`src/hw/div_pkg.sv`:
```
package div_pkg;

	// operand widths
	localparam int DIVISOR_W = 16;
	localparam int DIVIDEND_W = 2 * DIVISOR_W;

	typedef logic [DIVISOR_W-1:0] divisor_t;
	typedef logic [DIVIDEND_W-1:0] dividend_t;

	// partial remainder, top bit is the sign
	typedef logic [DIVISOR_W:0] prem_t;

	// quotient collected msb first
	typedef logic [DIVISOR_W-1:0] quot_t;

	// quotient or remainder, as mode picks
	typedef logic [DIVISOR_W-1:0] result_t;

endpackage

```
`src/hw/cas_row.sv`:
```
`timescale 1ns/1ps

module cas_row import div_pkg::*; (
	input  logic     sub,
	input  divisor_t divisor,
	input  prem_t    prem_in,
	input  logic     next_bit,
	output prem_t    prem_out,
	output logic     q_bit
);

	prem_t shifted;
	prem_t divisor_ext;

	wire [DIVISOR_W:0] sum;
	wire [DIVISOR_W:0] carry;

	// shift left, next dividend bit enters at the bottom
	assign shifted = {prem_in[DIVISOR_W-1:0], next_bit};
	assign divisor_ext = {1'b0, divisor};

	// subtract is invert plus carry in
	assign carry[0] = sub;

	genvar i;
	generate
		for (i = 0; i <= DIVISOR_W; i++) begin : g_cell
			wire b;

			// controlled inverter
			assign b = divisor_ext[i] ^ sub;

			// full adder
			assign sum[i] = shifted[i] ^ b ^ carry[i];
			if (i < DIVISOR_W) begin : g_carry
				assign carry[i+1] = (shifted[i] & b) | (carry[i] & (shifted[i] ^ b));
			end
		end
	endgenerate

	assign prem_out = sum;

	// non-negative remainder gives a one
	assign q_bit = ~sum[DIVISOR_W];

endmodule

```
`src/hw/div_stage.sv`:
```
`timescale 1ns/1ps

module div_stage import div_pkg::*; #(
	parameter int ROWS_PER_STAGE = 4
) (
	input  logic      clk,
	input  logic      reset,
	input  logic      in_valid,
	input  logic      in_mode,
	input  logic      in_sub,
	input  divisor_t  in_divisor,
	input  prem_t     in_prem,
	input  dividend_t in_rest,
	input  quot_t     in_quot,
	output logic      out_valid,
	output logic      out_mode,
	output logic      out_sub,
	output divisor_t  out_divisor,
	output prem_t     out_prem,
	output dividend_t out_rest,
	output quot_t     out_quot
);

	// values between the rows of this stage
	prem_t     prem_c [ROWS_PER_STAGE+1];
	logic      sub_c  [ROWS_PER_STAGE+1];
	dividend_t rest_c [ROWS_PER_STAGE+1];
	quot_t     quot_c [ROWS_PER_STAGE+1];

	assign prem_c[0] = in_prem;
	assign sub_c[0] = in_sub;
	assign rest_c[0] = in_rest;
	assign quot_c[0] = in_quot;

	genvar r;
	generate
		for (r = 0; r < ROWS_PER_STAGE; r++) begin : g_row
			cas_row u_row (
				.sub      (sub_c[r]),
				.divisor  (in_divisor),
				.prem_in  (prem_c[r]),
				.next_bit (rest_c[r][DIVIDEND_W-1]),
				.prem_out (prem_c[r+1]),
				.q_bit    (sub_c[r+1])
			);

			// consume one dividend bit
			assign rest_c[r+1] = {rest_c[r][DIVIDEND_W-2:0], 1'b0};

			// quotient bit goes in at the bottom
			assign quot_c[r+1] = {quot_c[r][DIVISOR_W-2:0], sub_c[r+1]};
		end
	endgenerate

	always_ff @(posedge clk) begin
		if (reset) begin
			out_valid <= 1'b0;
		end else begin
			out_valid <= in_valid;
		end
	end

	// payload follows the item, no reset
	always_ff @(posedge clk) begin
		out_mode <= in_mode;
		out_sub <= sub_c[ROWS_PER_STAGE];
		out_divisor <= in_divisor;
		out_prem <= prem_c[ROWS_PER_STAGE];
		out_rest <= rest_c[ROWS_PER_STAGE];
		out_quot <= quot_c[ROWS_PER_STAGE];
	end

endmodule

```
`src/hw/div_array.sv`:
```
`timescale 1ns/1ps

module div_array import div_pkg::*; #(
	parameter int ROWS_PER_STAGE = 4
) (
	input  logic      clk,
	input  logic      reset,
	input  logic      valid_input,
	input  logic      mode,
	input  dividend_t dividend,
	input  divisor_t  divisor,
	output logic      valid_q,
	output logic      mode_q,
	output divisor_t  divisor_q,
	output prem_t     prem_q,
	output quot_t     quot_q
);

	localparam int NUM_STAGES = DIVISOR_W / ROWS_PER_STAGE;

	logic      valid_c   [NUM_STAGES+1];
	logic      mode_c    [NUM_STAGES+1];
	divisor_t  divisor_c [NUM_STAGES+1];
	prem_t     prem_c    [NUM_STAGES+1];
	quot_t     quot_c    [NUM_STAGES+1];

	// only needed as stage inputs
	logic      sub_c     [NUM_STAGES];
	dividend_t rest_c    [NUM_STAGES];

	// first row starts from the high half and always subtracts
	assign valid_c[0] = valid_input;
	assign mode_c[0] = mode;
	assign divisor_c[0] = divisor;
	assign prem_c[0] = {1'b0, dividend[DIVIDEND_W-1:DIVISOR_W]};
	assign rest_c[0] = {dividend[DIVISOR_W-1:0], {DIVISOR_W{1'b0}}};
	assign sub_c[0] = 1'b1;
	assign quot_c[0] = '0;

	genvar s;
	generate
		for (s = 0; s < NUM_STAGES; s++) begin : g_stage
			if (s < NUM_STAGES - 1) begin : g_mid
				div_stage #(
					.ROWS_PER_STAGE (ROWS_PER_STAGE)
				) u_stage (
					.clk         (clk),
					.reset       (reset),
					.in_valid    (valid_c[s]),
					.in_mode     (mode_c[s]),
					.in_sub      (sub_c[s]),
					.in_divisor  (divisor_c[s]),
					.in_prem     (prem_c[s]),
					.in_rest     (rest_c[s]),
					.in_quot     (quot_c[s]),
					.out_valid   (valid_c[s+1]),
					.out_mode    (mode_c[s+1]),
					.out_sub     (sub_c[s+1]),
					.out_divisor (divisor_c[s+1]),
					.out_prem    (prem_c[s+1]),
					.out_rest    (rest_c[s+1]),
					.out_quot    (quot_c[s+1])
				);
			end else begin : g_last
				// dividend is used up and the last flag is already in the quotient
				div_stage #(
					.ROWS_PER_STAGE (ROWS_PER_STAGE)
				) u_stage (
					.clk         (clk),
					.reset       (reset),
					.in_valid    (valid_c[s]),
					.in_mode     (mode_c[s]),
					.in_sub      (sub_c[s]),
					.in_divisor  (divisor_c[s]),
					.in_prem     (prem_c[s]),
					.in_rest     (rest_c[s]),
					.in_quot     (quot_c[s]),
					.out_valid   (valid_c[s+1]),
					.out_mode    (mode_c[s+1]),
					.out_sub     (),
					.out_divisor (divisor_c[s+1]),
					.out_prem    (prem_c[s+1]),
					.out_rest    (),
					.out_quot    (quot_c[s+1])
				);
			end
		end
	endgenerate

	assign valid_q = valid_c[NUM_STAGES];
	assign mode_q = mode_c[NUM_STAGES];
	assign divisor_q = divisor_c[NUM_STAGES];
	assign prem_q = prem_c[NUM_STAGES];
	assign quot_q = quot_c[NUM_STAGES];

endmodule

```
`src/hw/result_stage.sv`:
```
`timescale 1ns/1ps

module result_stage import div_pkg::*; (
	input  logic     clk,
	input  logic     reset,
	input  logic     valid_q,
	input  logic     mode_q,
	input  divisor_t divisor_q,
	input  prem_t    prem_q,
	input  quot_t    quot_q,
	output logic     valid_output,
	output result_t  final_output
);

	prem_t   corrected;
	result_t selected;

	// negative remainder gets the divisor added back
	always_comb begin
		if (prem_q[DIVISOR_W]) begin
			corrected = prem_q + {1'b0, divisor_q};
		end else begin
			corrected = prem_q;
		end
	end

	// mode high picks the quotient
	assign selected = mode_q ? quot_q : corrected[DIVISOR_W-1:0];

	always_ff @(posedge clk) begin
		if (reset) begin
			valid_output <= 1'b0;
		end else begin
			valid_output <= valid_q;
		end
	end

	always_ff @(posedge clk) begin
		final_output <= selected;
	end

endmodule

```
`src/hw/array_divider.sv`:
```
`timescale 1ns/1ps

module array_divider import div_pkg::*; #(
	parameter int ROWS_PER_STAGE = 4
) (
	input  logic      clk,
	input  logic      reset,
	input  logic      valid_input,
	input  dividend_t dividend,
	input  divisor_t  divisor,
	input  logic      mode,
	output logic      valid_output,
	output result_t   final_output
);

	// array to result stage
	logic     valid_q;
	logic     mode_q;
	divisor_t divisor_q;
	prem_t    prem_q;
	quot_t    quot_q;

	div_array #(
		.ROWS_PER_STAGE (ROWS_PER_STAGE)
	) u_array (
		.clk         (clk),
		.reset       (reset),
		.valid_input (valid_input),
		.mode        (mode),
		.dividend    (dividend),
		.divisor     (divisor),
		.valid_q     (valid_q),
		.mode_q      (mode_q),
		.divisor_q   (divisor_q),
		.prem_q      (prem_q),
		.quot_q      (quot_q)
	);

	result_stage u_result (
		.clk          (clk),
		.reset        (reset),
		.valid_q      (valid_q),
		.mode_q       (mode_q),
		.divisor_q    (divisor_q),
		.prem_q       (prem_q),
		.quot_q       (quot_q),
		.valid_output (valid_output),
		.final_output (final_output)
	);

endmodule

```
`config.mk`:
```
export PLATFORM = sky130hd
export DESIGN_NAME = array_divider
export DESIGN_NICKNAME = d
export VERILOG_FILES = /design/src/hw/div_pkg.sv /design/src/hw/cas_row.sv /design/src/hw/div_stage.sv /design/src/hw/div_array.sv /design/src/hw/result_stage.sv /design/src/hw/array_divider.sv
export SDC_FILE = /design/constraint.sdc
export NUM_CORES = 1
export LEC_CHECK = 0
export BUFFER_PORTS_ARGS = -buffer_cell sky130_fd_sc_hd__buf_2
export CORE_ASPECT_RATIO = 0.9
export CORE_UTILIZATION = 56
export DETAILED_ROUTE_END_ITERATION = 6
export GPL_ROUTABILITY_DRIVEN = 0
export PLACE_DENSITY_LB_ADDON = 0.15
export REMOVE_ABC_BUFFERS = 1
export SYNTH_ARGS = -nofsm -noshare
export SYNTH_HDL_FRONTEND = slang
export SYNTH_SLANG_ARGS = --single-unit
export TNS_END_PERCENT = 5
```
`constraint.sdc`:
```
create_clock -name clk -period 26.9 [get_ports clk]
set_input_delay 4.035 -clock clk [delete_from_list [all_inputs] [get_ports clk]]
set_output_delay 4.035 -clock clk [all_outputs]
set_load 0.03 [all_outputs]
```
==> reports/metrics.yaml, run 1 <==
layout-drive-gt1-share: 0.221
wire_per_inst_um: 14.4
synth_area_um2: 13700
crit_arrival_ps: 26660
reg2reg_depth: 85
grt_max_degree: 30
synth.avg_cell_area_um2: 12.4
crit_required_ps: 27310
synth_edf_count: 0
core_area_um2: 23700
ys.flop_type: "dfxtp_1"
hold_path.class: "reg -> reg"
die_w_um: 167
synthArstFlopShare: 0
fin_skew_ps: 16.9
die_h_um: 150
initial_core_util: 0.580
first_iter_violations: 159
cts-root-buf: "clkbuf_16"
hold_viol_final: 0
antenna_found_initial: 0
grt_use_met3: 0.0255
busiest_layer: "met2"
slowest_stage: "fa_1"
dp_hpwl_um: 18300
endpoint_kind: "flop"
drv_cap: 0
first_global_vias: 8224
critPathMaxStageDelay_ps: 390
globalRouteMet1Util: 0.223
cts_hold_buffers: 0
cts_tree: "built"
cts_made_buffers: 25
yosysWarnings: 0
clock_latency_ps: 520
viasPerCell: 4.75
timing.slew.headroom: 0.566
hold_depth: 0
status: "finished clean"
firstDrtPassIters: 4
final_cell_mix: "dfxtp_1 (214), xnor2_1 (184), inv_1 (172)"
synthCells: 1109
final_common_cell: "dfxtp_1"
antenna_cells: 0
ys_types: 50
h-tree-depth: 1
finalMaxSlewViolations: 0
worstSetupStartpointType: "input port"
io_pins: 69
clock-sinks: 218
grt_pass1_wl_um: 38900
io_buffers: 68
synth-seq-cells: 218
fin_util: 0.674
syn_to_final_growth_pct: 16.3
fillers: 1756
min_period_ps: 26250
grt_overflow: 0
drt-total-wl_um: 22300
nets: 1533
rows: 53
met2_usage: 0.382
clkTransAtPathRegs_ps: 60
drc: 0
postPlaceCellArea_um2: 14600
tightest_slew_ps: 646
grt.total_usage: 0.197
drt.antenna.violating_nets: 0
rsz0062_at_grt: "true"
stdcell_area_um2: 16000
critical_path_class: "in -> reg"
dieArea_um2: 25100
setup_viol: 0
fmax_mhz: 38.1
ctsLongestPathBuffers: 3
yosysSeqAreaShare: 0.318
post-route-period-util: 0.976
crit_top_cell: "fa_2"
vias: 7340
path_max_fanout: 3
-- registers in the layout, summed over array words and instances, names as in the netlist --
register	cells
u_array.g_stage.g_mid.u_stage.out_divisor	48
u_array.g_stage.g_mid.u_stage.out_prem	48
u_array.g_stage.g_mid.u_stage.out_quot	24
u_array.g_stage.g_mid.u_stage.out_rest	24
u_array.g_stage.g_last.u_stage.out_prem	17
u_array.g_stage.g_last.u_stage.out_divisor	16
u_array.g_stage.g_last.u_stage.out_quot	16
u_result.final_output	16
u_array.g_stage.g_mid.u_stage.out_mode	3
u_array.g_stage.g_mid.u_stage.out_valid	3
u_array.g_stage.g_last.u_stage.out_mode	1
u_array.g_stage.g_last.u_stage.out_valid	1
u_result.valid_output	1
-- logic make-up (layout without fill, tap and decap cells) --
| family | Yosys count | after routing | share of synthesized area |
|---|---|---|---|
| muxes | 12 | 12 | 0.00912 |
| DFF | 218 | 218 | 0.318 |
| xor gates and xnor gates | 281 | 281 | 0.193 |
| adders and majority gates | 257 | 257 | 0.366 |
| AOI/OAI and AO/OA | 77 | 77 | 0.0351 |
| and+or+nand+nor | 57 | 57 | 0.0201 |
| buffers and inverters | 207 | 340 | 0.0586 |
-- synth_stat cells, types with 2 or more instances --
master	instances	share of area
o21a_1	2	0.0011
mux2_2	2	0.0016
buf_6	2	0.0016
a31oi_1	2	0.00091
xnor2_4	5	0.010
o2111ai_1	2	0.0013
o211ai_1	3	0.0016
xor2_4	2	0.0040
xnor2_2	3	0.0036
xor2_2	4	0.0047
buf_2	7	0.0026
a21oi_1	11	0.0040
mux2i_1	8	0.0058
nor2_1	9	0.0025
nor2b_1	8	0.0036
xnor2_1	195	0.12
clkbuf_1	14	0.0038
ha_1	16	0.015
xor2_1	72	0.046
a211oi_1	4	0.0022
buf_1	5	0.0014
o21ai_1	11	0.0040
a21o_1	5	0.0027
inv_1	172	0.047
nor3b_1	3	0.0016
o21bai_1	2	0.0011
o21ai_0	21	0.0077
nor3_1	3	0.0011
nand2b_1	3	0.0014
mux2_1	2	0.0016
inv_2	6	0.0016
dfxtp_1	218	0.32
nand2_1	25	0.0068
fa_1	241	0.35
a22oi_1	6	0.0033
-- critical path, delay by kind of cell --
family                   cells  cell delay, ps
XOR/XNOR                    10            1400
adder cells (fa/ha/maj)     61           20290
buffers and inverters       13             930
-- repair_timing --
action	in CTS	in global routing
pin swaps	4	10
setup endpoints to repair	6	12
resized for setup	36	69
setup buffers	0	5
-- final cells by class --
class                   count  area (µm²)  area share
well taps                 302         378      0.0237
multi-input cells         684        8910       0.559
flip-flops and latches    218        4380       0.274
repair buffers            117         719      0.0451
inverters                 178         668      0.0419
clock buffers              31         688      0.0431
clock inverters            14         208      0.0130
-- layer usage --
metal / wire length (µm) / part of all wire
met1: 8630 / 0.39
met2: 12200 / 0.55
met3: 773 / 0.035
met4: 695 / 0.031
met5: 0 / 0
-- stage by stage --
step           setup slack, ps  cells  hold slack (ps)  setup TNS [ps]
2_1_floorplan            -2340   1080              310          -13790
3_3_place_gp             -1670   1494              311           -5550
3_5_place_dp             -1940   1494              312           -7090
4_1_cts                   38.2   1539              325               0
5_1_grt                  -61.2   1544              332            -111
6_report                   651   1544              324               0
-- worst paths after layout --
path         slack [ps]                                                   from                                                     to
max                 650                                           dividend[15]   u_array.g_stage[0].g_mid.u_stage.out_quot[0]$_DFF_P_
min                 320  u_array.g_stage[0].g_mid.u_stage.out_rest[23]$_DFF_P_  u_array.g_stage[1].g_mid.u_stage.out_rest[27]$_DFF_P_
max reg2reg         990   u_array.g_stage[0].g_mid.u_stage.out_quot[0]$_DFF_P_   u_array.g_stage[1].g_mid.u_stage.out_quot[0]$_DFF_P_
min reg2reg         320  u_array.g_stage[0].g_mid.u_stage.out_rest[23]$_DFF_P_  u_array.g_stage[1].g_mid.u_stage.out_rest[27]$_DFF_P_
Power of run 1 is left out: the tool's default activity adds up to more than one toggle a clock period on the data nets, which glitch-free logic cannot reach.
==> run 2: changes to the inputs <==
BUFFER_PORTS_ARGS = default   (was -buffer_cell sky130_fd_sc_hd__buf_2)
CORE_UTILIZATION = 59   (was 56)
DONT_BUFFER_PORTS = 1   (was default)
==> reports/metrics.yaml, run 2 (synthesized netlist as in run 1, its figures left out) <==
worstSetupStartpointType: "input port"
antenna_cells: 0
fmax_mhz: 38.1
fillers: 1637
drc: 0
layout-drive-gt1-share: 0.164
viasPerCell: 4.93
drt-total-wl_um: 22400
timing.slew.headroom: 0.346
clock-sinks: 218
cts_made_buffers: 23
die_w_um: 163
grt_pass1_wl_um: 38400
nets: 1450
crit_required_ps: 27280
setup_slack_ps: 659
final_common_cell: "dfxtp_1"
dieArea_um2: 23900
core_area_um2: 22600
grt.total_usage: 0.207
ctsLongestPathBuffers: 3
min_period_ps: 26240
vias: 7170
slowest_stage: "fa_1"
crit_top_cell: "fa_2"
first_global_vias: 8215
final_cell_mix: "dfxtp_1 (212), xnor2_1 (184), inv_1 (171)"
syn_to_final_growth_pct: 12.3
cts_hold_buffers: 0
critical_path_class: "in -> reg"
die_h_um: 147
rows: 52
status: "finished clean"
holdCritStartpoint: "u_array.g_stage[2].g_mid.u_stage.out_quot[11]$_DFF_P_"
post-place-ws_ps: -1870
cts-root-buf: "clkbuf_16"
reg2reg_from: "u_array.g_stage[1].g_mid.u_stage.out_divisor[1]$_DFF_P_"
hold_slack_ps: 320
clock_latency_ps: 510
post-route-period-util: 0.976
fin_skew_ps: 19.1
drv_cap: 0
wire_per_inst_um: 15.4
critPathMaxStageDelay_ps: 390
crit_arrival_ps: 26620
firstDrtPassIters: 4
hold_viol_final: 0
dp_hpwl_um: 18500
crit_start: "dividend[15]"
setup_viol: 0
tightest_slew_ps: 980
top_regs: "u_array.g_stage.g_mid.u_stage.out_divisor (48), u_array.g_stage.g_mid.u_stage.out_prem (48)"
grt_overflow: 0
initial_core_util: 0.606
antenna_found_initial: 0
h-tree-depth: 1
regArea_um2: 4380
io_pins: 69
drt.antenna.violating_nets: 0
first_iter_violations: 174
cts_tree: "built"
clkTransAtPathRegs_ps: 60
hold_path.class: "reg -> reg"
finalMaxSlewViolations: 0
multi_input_area_um2: 8890
fin_util: 0.680
endpoint_kind: "flop"
path_max_fanout: 3
tns_ps: 0
grt_max_degree: 30
critPathBufInv: 11
critical_path.top_delay_family: "adder cells"
io_buffers: 0
## run 2: cell count changes in the layout (fill, tap and decap cells not counted), moves of 3 or more
cell / before / now
buf_2: 68 / 0
buf_6: 3 / 6
clkbuf_8: 4 / 0
buf_4: 46 / 30
## run 2: path summary, 6_finish.rpt
| check | to | slack [ps] | cells after the start |
|---|---|---|---|
| worst min-delay path | u_array.g_stage[3].g_last.u_stage.out_quot[15]$_DFF_P_ | 320 | 0 |
| worst max register to register | u_array.g_stage[2].g_mid.u_stage.out_quot[0]$_DFF_P_ | 1020 | 85 |
| worst max-delay path | u_array.g_stage[0].g_mid.u_stage.out_quot[0]$_DFF_P_ | 660 | 82 |
| worst min register to register | u_array.g_stage[3].g_last.u_stage.out_quot[15]$_DFF_P_ | 320 | 0 |
## run 2: area by class of cell
type | instances | area share
multi-input combinational | 684 | 0.577
sequential | 218 | 0.284
inverter | 178 | 0.0434
clock buffer | 26 | 0.0381
tap | 297 | 0.0241
timing repair buffer | 36 | 0.0190
clock inverter | 16 | 0.0143
## run 2: repair_timing
action / in CTS / in global routing
pin swaps: 7 / 13
buffers inserted: 0 / 1
hold endpoints to repair: 0 / 0
endpoints found under the setup margin: 5 / 13
gates resized for setup: 35 / 73
## run 2: per-layer routing
metal  global-route usage  wire, µm  vias to the layer above
li1                     -         -                     3368
met5                    0         0                        -
met2                0.391     12200                      140
met3               0.0278       763                       61
met1                0.227      8440                     3601
met4               0.0953       952                        0
## run 2: per-stage QoR
step                      std cells  cell area (µm²)
after floorplan                1080            13600
after global placement         1412            14200
after detailed placement       1412            14200
after CTS                      1454            15100
after global routing           1455            15400
final                          1455            15400
Power of run 2 is left out for the same reason.
